**src/source/ooo_pkg.sv**
```systemverilog
// *********************************************************
// ooo package
// widths, typedefs and the issue FSM states shared by the
// rename/issue stage and its testbench
// *********************************************************

package ooo_pkg;

    // architectural register file size
    localparam int NUM_REGS = 32;

    // reorder buffer tags that can be in flight at once
    localparam int NUM_TAGS = 16;

    localparam int REG_IDX_W = $clog2(NUM_REGS);  // 5 bits
    localparam int TAG_W = $clog2(NUM_TAGS);      // 4 bits
    localparam int TAG_CNT_W = $clog2(NUM_TAGS + 1);  // count has to reach NUM_TAGS
    localparam int XLEN = 32;

    typedef logic [REG_IDX_W-1:0] reg_idx_t;    // register index
    typedef logic [TAG_W-1:0] rob_tag_t;        // rob entry number
    typedef logic [TAG_CNT_W-1:0] tag_count_t;  // tags in flight, 0..NUM_TAGS
    typedef logic [XLEN-1:0] xlen_t;            // data word

    // four-phase issue handshake
    //   idle      waiting for issue_req and a free tag
    //   lookup    tag allocated, status table read, results registered
    //   ack_high  issue_ack up until issue_req drops
    //   wait_low  ack dropped, one turnaround cycle back to idle
    typedef enum logic [1:0] {
        idle,
        lookup,
        ack_high,
        wait_low
    } issue_state_t;

endpackage
```
**src/source/commit_if.sv**
```systemverilog
// *********************************************************
// commit bus
// in-order commit strobe from the rob with its payload
// *********************************************************

`timescale 1ns/1ps

interface commit_if
    import ooo_pkg::*;
();

    logic     commit_valid;      // one cycle per committed instruction
    rob_tag_t commit_tag;        // always the oldest tag in flight
    reg_idx_t commit_dest;
    xlen_t    commit_value;
    logic     commit_reg_write;  // instruction writes commit_dest

    // rob side
    modport source (
        output commit_valid, commit_tag, commit_dest, commit_value, commit_reg_write
    );

    // every consumer of the commit
    modport sink (
        input commit_valid, commit_tag, commit_dest, commit_value, commit_reg_write
    );

endinterface

```
**src/source/rename_stage.sv**
```systemverilog
// *********************************************************
// rename and issue stage
// status table, tag allocator and register file behind a
// four-phase issue handshake and a commit strobe
// *********************************************************

`timescale 1ns/1ps

module rename_stage
    import ooo_pkg::*;
(
    input  logic     clk,
    input  logic     reset,
    input  logic     flush,
    input  logic     issue_req,
    input  reg_idx_t rs1,
    input  reg_idx_t rs2,
    input  reg_idx_t rd,
    input  logic     rd_writes,
    output logic     issue_ack,
    input  logic     commit_valid,
    input  rob_tag_t commit_tag,
    input  reg_idx_t commit_dest,
    input  xlen_t    commit_value,
    input  logic     commit_reg_write,
    output rob_tag_t issue_tag,
    output logic     src1_busy,
    output rob_tag_t src1_tag,
    output xlen_t    src1_value,
    output logic     src2_busy,
    output rob_tag_t src2_tag,
    output xlen_t    src2_value
);

    commit_if commit_bus ();

    logic     alloc;
    rob_tag_t alloc_tag;
    logic     tags_free;
    logic     issue_we;
    logic     lk1_busy;   // raw status table lookup
    rob_tag_t lk1_tag;
    logic     lk2_busy;
    rob_tag_t lk2_tag;
    xlen_t    rdata_a;
    xlen_t    rdata_b;

    // rob commit pins onto the shared bus
    assign commit_bus.commit_valid     = commit_valid;
    assign commit_bus.commit_tag       = commit_tag;
    assign commit_bus.commit_dest      = commit_dest;
    assign commit_bus.commit_value     = commit_value;
    assign commit_bus.commit_reg_write = commit_reg_write;

    regstat u_regstat (
        .clk, .reset, .flush, .rs1, .rs2,
        .issue_dest(rd), .issue_we, .issue_tag(alloc_tag), .commit(commit_bus),
        .src1_busy(lk1_busy), .src2_busy(lk2_busy), .src1_tag(lk1_tag), .src2_tag(lk2_tag)
    );

    rob_tags u_rob_tags (
        .clk, .reset, .flush, .alloc, .commit(commit_bus), .alloc_tag, .tags_free
    );

    arch_regfile u_arch_regfile (
        .clk, .reset, .ra(rs1), .rb(rs2), .commit(commit_bus), .rdata_a, .rdata_b
    );

    issue_ctrl u_issue_ctrl (
        .clk, .reset, .flush, .issue_req, .rd_writes, .rs1, .rs2, .rd, .issue_ack,
        .rs1_busy(lk1_busy), .rs1_tag(lk1_tag), .rs2_busy(lk2_busy), .rs2_tag(lk2_tag),
        .rs1_value(rdata_a), .rs2_value(rdata_b), .commit(commit_bus),
        .tags_free, .alloc_tag, .alloc, .issue_we, .issue_tag,
        .src1_busy, .src1_tag, .src1_value, .src2_busy, .src2_tag, .src2_value
    );

endmodule

```
**src/source/issue_ctrl.sv**
```systemverilog
// *********************************************************
// issue control
// four-phase req/ack FSM, tag allocation, operand select
// with forwarding of a commit that lands during lookup
// *********************************************************

`timescale 1ns/1ps

module issue_ctrl
    import ooo_pkg::*;
(
    input  logic     clk,
    input  logic     reset,
    input  logic     flush,
    input  logic     issue_req,
    input  logic     rd_writes,
    input  reg_idx_t rs1,
    input  reg_idx_t rs2,
    input  reg_idx_t rd,
    output logic     issue_ack,
    input  logic     rs1_busy,    // status table lookup
    input  rob_tag_t rs1_tag,
    input  logic     rs2_busy,
    input  rob_tag_t rs2_tag,
    input  xlen_t    rs1_value,   // register file read
    input  xlen_t    rs2_value,
    commit_if.sink   commit,
    input  logic     tags_free,
    input  rob_tag_t alloc_tag,
    output logic     alloc,
    output logic     issue_we,
    output rob_tag_t issue_tag,
    output logic     src1_busy,
    output rob_tag_t src1_tag,
    output xlen_t    src1_value,
    output logic     src2_busy,
    output rob_tag_t src2_tag,
    output xlen_t    src2_value
);

    issue_state_t state_q;
    logic         in_lookup;
    logic         fwd1;       // producer of rs1 commits right now
    logic         fwd2;
    logic         wait1;      // rs1 still waits on a producer
    logic         wait2;

    assign in_lookup = (state_q == lookup);

    // the tag is taken and rd renamed in the lookup cycle only
    assign alloc    = in_lookup;
    assign issue_we = in_lookup && rd_writes && (rd != '0);

    // the status table still shows busy for a producer committing this
    // cycle, so take its value straight off the commit bus
    assign fwd1 = commit.commit_valid && commit.commit_reg_write && rs1_busy
               && (commit.commit_tag == rs1_tag) && (commit.commit_dest == rs1);
    assign fwd2 = commit.commit_valid && commit.commit_reg_write && rs2_busy
               && (commit.commit_tag == rs2_tag) && (commit.commit_dest == rs2);

    assign wait1 = rs1_busy && !fwd1;
    assign wait2 = rs2_busy && !fwd2;

    always_ff @(posedge clk) begin
        if (reset || flush) begin
            state_q   <= idle;
            issue_ack <= 1'b0;
        end else begin
            case (state_q)
                idle: begin
                    if (issue_req && tags_free) begin  // full ring holds us here
                        state_q <= lookup;
                    end
                end
                lookup: begin
                    issue_ack <= 1'b1;  // results registered on this edge
                    state_q   <= ack_high;
                end
                ack_high: begin
                    if (!issue_req) begin
                        issue_ack <= 1'b0;
                        state_q   <= wait_low;
                    end
                end
                wait_low: state_q <= idle;  // turnaround before next request
                default:  state_q <= idle;
            endcase
        end
    end

    // results, loaded once per handshake and held while ack is up
    always_ff @(posedge clk) begin
        if (in_lookup) begin
            issue_tag  <= alloc_tag;
            src1_busy  <= wait1;
            src1_tag   <= wait1 ? rs1_tag : '0;
            src1_value <= fwd1 ? commit.commit_value : (rs1_busy ? '0 : rs1_value);
            src2_busy  <= wait2;
            src2_tag   <= wait2 ? rs2_tag : '0;
            src2_value <= fwd2 ? commit.commit_value : (rs2_busy ? '0 : rs2_value);
        end
    end

endmodule

```
**src/source/arch_regfile.sv**
```systemverilog
// *********************************************************
// architectural register file
// 32 committed registers written at commit, x0 reads zero
// *********************************************************

`timescale 1ns/1ps

module arch_regfile
    import ooo_pkg::*;
(
    input  logic     clk,
    input  logic     reset,    // zeroes every register
    input  reg_idx_t ra,
    input  reg_idx_t rb,
    commit_if.sink   commit,
    output xlen_t    rdata_a,
    output xlen_t    rdata_b
);

    xlen_t regs [NUM_REGS];
    logic  we;

    // only committed results reach this file, flush leaves it alone
    assign we = commit.commit_valid && commit.commit_reg_write
             && (commit.commit_dest != '0);

    always_ff @(posedge clk) begin
        if (reset) begin
            for (int j = 0; j < NUM_REGS; j++) begin
                regs[j] <= '0;
            end
        end else if (we) begin
            regs[commit.commit_dest] <= commit.commit_value;
        end
    end

    // read ports, value written at an edge is seen the cycle after
    always_comb begin
        rdata_a = (ra == '0) ? '0 : regs[ra];  // x0 hardwired
        rdata_b = (rb == '0) ? '0 : regs[rb];
    end

endmodule

```
**src/source/rob_tags.sv**
```systemverilog
// *********************************************************
// rob tag allocator
// hands out tags in ring order at issue and takes them back
// in order as the rob commits
// *********************************************************

`timescale 1ns/1ps

module rob_tags
    import ooo_pkg::*;
(
    input  logic     clk,
    input  logic     reset,
    input  logic     flush,      // mispredict, every tag in flight is dropped
    input  logic     alloc,      // one tag taken this cycle
    commit_if.sink   commit,
    output rob_tag_t alloc_tag,  // next tag to be handed out
    output logic     tags_free   // at least one tag available
);

    rob_tag_t   head_q;   // oldest tag in flight
    rob_tag_t   tail_q;   // next tag to allocate
    tag_count_t count_q;  // tags in flight
    logic       free;
    logic       do_alloc;

    // commits arrive in order, so the committing tag must be the head
    // a stray commit with another tag or on an empty ring is ignored
    assign free = commit.commit_valid && (count_q != '0)
               && (commit.commit_tag == head_q);

    // never allocate past a full ring
    assign do_alloc = alloc && tags_free;

    assign alloc_tag = tail_q;
    assign tags_free = (count_q != tag_count_t'(NUM_TAGS));

    always_ff @(posedge clk) begin
        if (reset || flush) begin
            head_q  <= '0;
            tail_q  <= '0;
            count_q <= '0;
        end else begin
            if (do_alloc) begin
                tail_q <= tail_q + 1'b1;  // wraps modulo NUM_TAGS
            end
            if (free) begin
                head_q <= head_q + 1'b1;
            end
            // alloc and free can land in the same cycle
            case ({do_alloc, free})
                2'b10:   count_q <= count_q + 1'b1;
                2'b01:   count_q <= count_q - 1'b1;
                default: count_q <= count_q;
            endcase
        end
    end

endmodule

```
**src/source/regstat.sv**
```systemverilog
// *********************************************************
// register status table
// busy bit and producer tag per architectural register, set
// at issue and cleared when the newest writer commits
// *********************************************************

`timescale 1ns/1ps

module regstat
    import ooo_pkg::*;
(
    input  logic     clk,
    input  logic     reset,
    input  logic     flush,       // branch recovery, drops every busy bit
    input  reg_idx_t rs1,
    input  reg_idx_t rs2,
    input  reg_idx_t issue_dest,
    input  logic     issue_we,    // issued instruction renames issue_dest
    input  rob_tag_t issue_tag,   // tag just handed out
    commit_if.sink   commit,
    output logic     src1_busy,
    output logic     src2_busy,
    output rob_tag_t src1_tag,
    output rob_tag_t src2_tag
);

    logic [NUM_REGS-1:0] busy_q;          // bit 0 never gets set
    rob_tag_t            tag_q [NUM_REGS];
    logic [NUM_REGS-1:0] set_vec;         // one-hot issue write
    logic [NUM_REGS-1:0] clr_vec;         // one-hot commit clear
    logic                clear_ok;

    // a commit only frees the register if it is still the newest writer
    // and the same register is not being renamed again this cycle
    assign clear_ok = commit.commit_valid && commit.commit_reg_write
                   && (tag_q[commit.commit_dest] == commit.commit_tag)
                   && !(issue_we && (issue_dest == commit.commit_dest));

    // decoders, x0 never selected
    always_comb begin
        set_vec = '0;
        clr_vec = '0;
        if (issue_we && (issue_dest != '0)) begin
            set_vec[issue_dest] = 1'b1;
        end
        if (clear_ok && (commit.commit_dest != '0)) begin
            clr_vec[commit.commit_dest] = 1'b1;
        end
    end

    always_ff @(posedge clk) begin
        if (reset || flush) begin
            busy_q <= '0;
        end else begin
            busy_q <= (busy_q | set_vec) & ~clr_vec;  // set and clear never hit one reg
        end
    end

    // producer tags
    always_ff @(posedge clk) begin
        if (reset) begin
            for (int j = 0; j < NUM_REGS; j++) begin
                tag_q[j] <= '0;
            end
        end else begin
            for (int j = 1; j < NUM_REGS; j++) begin
                if (set_vec[j]) begin
                    tag_q[j] <= issue_tag;
                end
            end
        end
    end

    // lookup ports, combinational
    // a register that is not busy reports tag 0, so x0 reads idle with tag 0
    always_comb begin
        src1_busy = busy_q[rs1];
        src2_busy = busy_q[rs2];
        src1_tag  = busy_q[rs1] ? tag_q[rs1] : '0;
        src2_tag  = busy_q[rs2] ? tag_q[rs2] : '0;
    end

endmodule

```
**config.mk**
```make
export PLATFORM = sky130hd
export DESIGN_NAME = rename_stage
export DESIGN_NICKNAME = d
export VERILOG_FILES = /design/src/source/ooo_pkg.sv /design/src/source/commit_if.sv /design/src/source/rename_stage.sv /design/src/source/issue_ctrl.sv /design/src/source/arch_regfile.sv /design/src/source/rob_tags.sv /design/src/source/regstat.sv
export SDC_FILE = /design/constraint.sdc
export NUM_CORES = 2
export LEC_CHECK = 0
export CORE_MARGIN = 2
export CORE_UTILIZATION = 30
export CTS_CLUSTER_SIZE = 10
export DETAILED_ROUTE_END_ITERATION = 10
export DONT_BUFFER_PORTS = 1
export PLACE_DENSITY = 0.52
export REMOVE_ABC_BUFFERS = 1
export SYNTH_ARGS = -nofsm -noshare
export SYNTH_HDL_FRONTEND = slang
export SYNTH_HIERARCHICAL = 1
export SYNTH_SLANG_ARGS = --single-unit
```
**constraint.sdc**
```tcl
create_clock -name clk -period 6.3 [get_ports clk]
set_clock_uncertainty 0.2 [all_clocks]
set_input_delay 0.945 -clock clk [delete_from_list [all_inputs] [get_ports clk]]
set_output_delay 0.945 -clock clk [all_outputs]
set_load 0.02 [all_outputs]
```
== Word-level counts from Yosys, hierarchy flattened ==
Memory sizes are Yosys's and may differ from the RTL's.
Cells that the tools add are included.
Storage, ports and cells
  flip-flop bits (word level): 126
  latch bits: 0
  memory bits (writable): 1152
  memory bits (read-only): 0
  memories kept: 2
Operators by class
  add/sub/neg operators: 4
  multipliers: 0
  div/mod/pow operators: 0
  order comparisons: 6
  equal/unequal tests: 15
  shift-type cells: 0
  muxes and demuxes: 156
  bitwise operators: 34
  reductions and logical operators: 38
Memories
  u_arch_regfile.regs: depth 32, bits a word 32, read ports 2, clocked after Yosys merged registers in 0, wr ports 32, RTL line arch_regfile.sv:20  | xlen_t regs [NUM_REGS];
  u_regstat.tag_q: depth 32, bits a word 4, read ports 3, clocked after Yosys merged registers in 0, wr ports 32, RTL line regstat.sv:28  | rob_tag_t tag_q [NUM_REGS];
Operators with widths (number)
  $mux W32: 9
  $mux W4: 33
  $mux W1: 104
  $and A32 B32 Y32: 1
  $not A32 Y32: 1
  $or A32 B32 Y32: 1
  $reduce_or A32 Y1: 1
  $or A1 B1 Y1: 31
  $lt A5 B6 Y1 const B: 4
  $logic_and A1 B1 Y1: 23
  $eq A4 B4 Y1: 4
  $eq A5 B5 Y1: 3
  $reduce_bool A5 Y1: 3
  $bmux W1 S5: 2
  $demux W1 S5: 2
  $ge A5 B1 Y1 const B: 2
  $logic_not A5 Y1: 2
  $pmux W5 S2: 1
  $add A4 B1 Y4 const B: 2
  $pmux W2 S4: 1
  $eq A2 B2 Y1 const B: 3
  $add A5 B1 Y5 const B: 1
  $mux W5: 1
  $ne A5 B5 Y1 const B: 1
  11 further kinds: 17

== Depth between registers and ports, before layout ==
  word-level depth: 10
  depth in mapped cells: 12
  gate-level depth less buffers: 10

== Cells and area by module ==
The synthesis kept the hierarchy.
Modules (own cells, without submodules)
  arch_regfile: times used 1, cells an instance 3501, area an instance 54144.4 µm², seq. area each 30749.5 µm²
  regstat: times used 1, cells an instance 774, area an instance 9935.8 µm², seq. area each 4364.2 µm²
  issue_ctrl: times used 1, cells an instance 222, area an instance 3522.1 µm², seq. area each 2402.3 µm²
  rob_tags: times used 1, cells an instance 90, area an instance 845.8 µm², seq. area each 260.2 µm²

== Worst setup path before layout ==
Ideal clock, no wire load.
  path type: register to register
  from: register u_issue_ctrl.state_q[1]
  to: memory u_regstat/tag_q[16][0] in the netlist's numbering, enable pin
  library setup time: 0.310 ns
  data arrival time: 3.861 ns
  data required time: 5.790 ns
  setup slack: 1.929 ns
  stages on the path, launching flop included: 8
  cells stage by stage: dfxtp_1 -> inv_1 -> ha_1 -> o311a_1 -> or3b_1 -> or2_2 -> clkbuf_1 -> nand2b_1
RTL lines
  from (decl): RTL line issue_ctrl.sv:41  | issue_state_t state_q;
  from (signal assigned): RTL line issue_ctrl.sv:66  | state_q <= idle;
  from (signal assigned): RTL line issue_ctrl.sv:72  | state_q <= lookup;
  from (signal assigned): RTL line issue_ctrl.sv:77  | state_q <= ack_high;
  to (decl): RTL line regstat.sv:28

== Final worst setup path ==
  from: input rs2[0]
  to: register u_issue_ctrl.src2_value[18], data pin
Between the ends
  cells in the longest elaborated chain, start to end: 7
  elaborated cells between the ends (all ways): 14
  those cells by class: eq/ne (2); mux (6); reduce/logical (4); memory (2)
Ends and longest elaborated chain
  from (decl): RTL line rename_stage.sv:17  | input reg_idx_t rs2,
  $bmux W1 S5: RTL line regstat.sv:80  | src2_tag = busy_q[rs2] ? tag_q[rs2] : '0;
  $mux W1 (not written as such): RTL line regstat.sv:80
  $mux W4 *: RTL line regstat.sv:80
  via lk2_tag[3]: RTL line rename_stage.sv:44  | rob_tag_t lk2_tag;
  $eq A4 B4 Y1 *: RTL line issue_ctrl.sv:59  | && (commit.commit_tag == rs2_tag) && (commit.commit_dest == rs2);
  $logic_and A1 B1 Y1 * (2 in a row): RTL line issue_ctrl.sv:59
  $mux W32 *: RTL line issue_ctrl.sv:100  | src2_value <= fwd2 ? commit.commit_value : (rs2_busy ? '0 : rs2_value);
  to (signal assigned): RTL line issue_ctrl.sv:100
  to (decl): RTL line issue_ctrl.sv:38  | output xlen_t src2_value
The timed path passes the listed nets; every way through them passes the cells marked *. The select of a mux whose other input is x is not followed.
A chain may end at the register's enable or synchronous reset.

==> results.toml <==
[worst_setup_path]
reg2reg_depth = 9
worstReg2RegEnd = "u_issue_ctrl/src1_value[18]$_DFFE_PP_"
crit_path_start = "rs2[0]"
worstPathArrival_ps = 5130
crit_path_end_kind = "flip-flop"
cp_max_fo = 353
crit_path_start_kind = "primary input"
worstReg2RegStart = "u_regstat/busy_q[15]$_SDFF_PP0_"
rrSetupSlack_ps = 2440
cp.required_ps = 6780
worstSetupPathType = "in -> reg"

[floorplan]
core_sq_um = 227000
num_rows = 175
die_area_sq_um = 232000
dieWidth_um = 482
start_util_pct = 30.1
die_y_um = 482
io_pins = 142

[finish]
final_common_cell = "edfxtp_1"
mostFrequentLayoutCells = "1226 x edfxtp_1, 1026 x and2_1, 564 x mux4_2, 224 x mux2i_1, 153 x clkbuf_16"
nFillCells = 21699
fin_cells = 7493
drive_gt1_share_pct = 23.1
nets = 4483
syn2layout_area_growth_pct = 10.3

[timing]
period_share_pct = 73.8
min_period_ps = 4650
slew_viol_final = 0
relSlewSlack_pct = 11.1
final_hold_viol_count = 0
fin_tns_setup_ps = 0
fmax_mhz = 215
worst_pin_slew_ps = 1330
rsz0062_at_grt = "false"
finalSetupViolCount = 0
finalWorstSetupSlack_ps = 1650

[yosys]
synth.top_cells.by_area = "edfxtp_1 54%, mux4_2 19%, and2_1 9.4%, mux2i_1 3.3%, clkbuf_1 1.7%"
async_flop_share_pct = 0
syn_inst = 4587
synth_cell_types = 77
yosysSeqAreaShare_pct = 55.2
avgSynthCellArea_sq_um = 14.9
synth.top_cell.area_share_pct = 53.8
ys_ff_latch = 1274
yosysTopAreaCell = "edfxtp_1"
synth_warnings = 6
synth-edff-count = 1226
ys.flop_type = "edfxtp_1"
synth_area_sq_um = 68400

[routing]
postRouteAntennaNets = 0
routed_wirelength_um = 238000
dr.pass1.iters = 6
drt_iter0_drc = 4753
vias_per_cell = 5.62
wl_per_cell_um = 31.7
drc = 0
vias = 42139

[global_routing]
first_global_vias = 42800
antenna_found_initial = 13
grt_pass1_wl_um = 334000
grt_usage_pct = 20.1
grt_remaining_overflow = 0
grt_max_degree = 354

[cts]
postCtsSetupBuffers = 0
cts.htree.levels = 4
clock_latency_ps = 800
numCtsBuffers = 151
clockRootBuffer = "clkbuf_16"
cts.clk_slew.worst_paths_ps = 60
cts_tree = "done"
cts_buffer_depth = 3
cts_resized = 0
clock_sinks = 1274
hold_buffers = 1

[hold_path]
holdCritPathClass = "in -> reg"
hp-start = "flush"
hold-path-endpoint = "u_issue_ctrl/issue_ack$_SDFFE_PP0P_"
holdPathStages = 1

[pwr]
vdd_drop_max_mv = 0.264
leakage_nw = 25.2
power_mw = 19.8
power_density_nw_per_um2 = 262

[placed_design]
dp_cells = 7264
pre_cts_slack_ps = 1540
dp_hpwl_um = 140000
gp_congestion = 0.845
port_buffers = 0

[job]
max-cap-violations = 0

[status]
outcome = "finished clean"
## sequential cells by signal (all words and copies together), names as in the netlist, 5 cells and up
name and flops:
u_regstat/tag_q 124, u_regstat/busy_q 32, u_issue_ctrl/src1_value 32, u_issue_ctrl/src2_value 32, u_rob_tags/count_q 5, u_arch_regfile/regs 1024
## routing by layer
layer  wire, um  global-route usage, %  vias to the layer above
li1           -                      -                    17425
met1      98100                   26.4                    22525
met2     115000                   33.4                     1796
met3      17900                   4.08                      391
met4       7250                   6.32                        2
met5          8                      0                        -
## power breakdown
part	total [mW]	internal [mW]	leakage [nW]	switching, mW
combinational	1.78	0.917	11.0	0.864
clock	8.02	4.47	2.07	3.55
sequential	10.0	9.72	12.1	0.299
## worst max-delay path: stages
cell     delay, ps
mux4_2         910
mux4_2         480
mux2i_1        670
nor2_1         200
xnor2_1        230
nand4_1        160
nor3_4         200
buf_4          410
a22o_1         230
## Yosys cell counts (6+ instances only)
library cell and count:
o21ai_0 34, dfxtp_1 48, buf_4 34, mux2i_1 224, edfxtp_1 1226, nand3b_1 11
a22o_1 102, nor3b_1 6, o221ai_1 27, nor2b_1 17, mux4_2 564, mux2_2 36
buf_1 32, nor2_1 154, nor4_1 15, clkbuf_1 308, a31oi_2 30, or3_1 7
a22o_2 23, buf_2 63, o22ai_1 111, or2_2 50, inv_1 33, a21oi_1 17
nand3_1 11, xnor2_1 26, nand2b_1 29, ha_1 10, nand2_1 38, nor3_1 61
a22oi_1 16, nand4_1 10, buf_6 31, and2_1 1027, and3_1 6, a2111oi_0 29
a211oi_1 35
## logic make-up (layout without fill, tap and decap cells)
family	after synthesis	in the layout	share of synthesized area [%]
compound gates	458	458	5.32
xor+xnor	30	30	0.384
fa+ha+maj	11	11	0.212
buf+inv	501	355	3.39
flops	1274	1274	55.2
mux	824	824	22.4
other cells	1	44	0.00548
simple gates	1488	1488	13.1
## final cells by class
cell class                 instances  area [sq um]  share of cell area (%)
sequential                      1274         37800                    50.0
multi-input combinational       2843         28800                    38.1
timing repair buffer             106           798                    1.06
inverter                          33           124                   0.164
clock buffer                     194          3990                    5.29
antenna                           12          30.0                  0.0398
tap                             3009          3760                    4.98
clock inverter                    22           283                   0.374
## stage by stage
stage / util [%] / hold slack [ps] / area, sq um
4_1_cts: 33.2 / 5.62 / 75500
5_1_grt: 33.3 / 25.4 / 75500
2_1_floorplan: - / 243 / 66400
3_5_place_dp: 31.4 / 268 / 71200
3_3_place_gp: 31.4 / 266 / 71200
6_report: 33.3 / 63.2 / 75500
## worst max path at each step
stage                                              to  cells after the start
5_1_grt              u_issue_ctrl/src2_busy$_DFFE_PP_                      9
3_5_place_dp    u_issue_ctrl/src1_value[17]$_DFFE_PP_                      9
2_1_floorplan   u_issue_ctrl/src2_value[25]$_DFFE_PP_                      4
4_1_cts        u_issue_ctrl/src2_tag[2]$_SDFFCE_PN0P_                      9
6_report        u_issue_ctrl/src2_value[18]$_DFFE_PP_                      9
3_3_place_gp   u_issue_ctrl/src1_tag[2]$_SDFFCE_PN0P_                      9
Note: power is estimated with default switching activity, not from simulation.
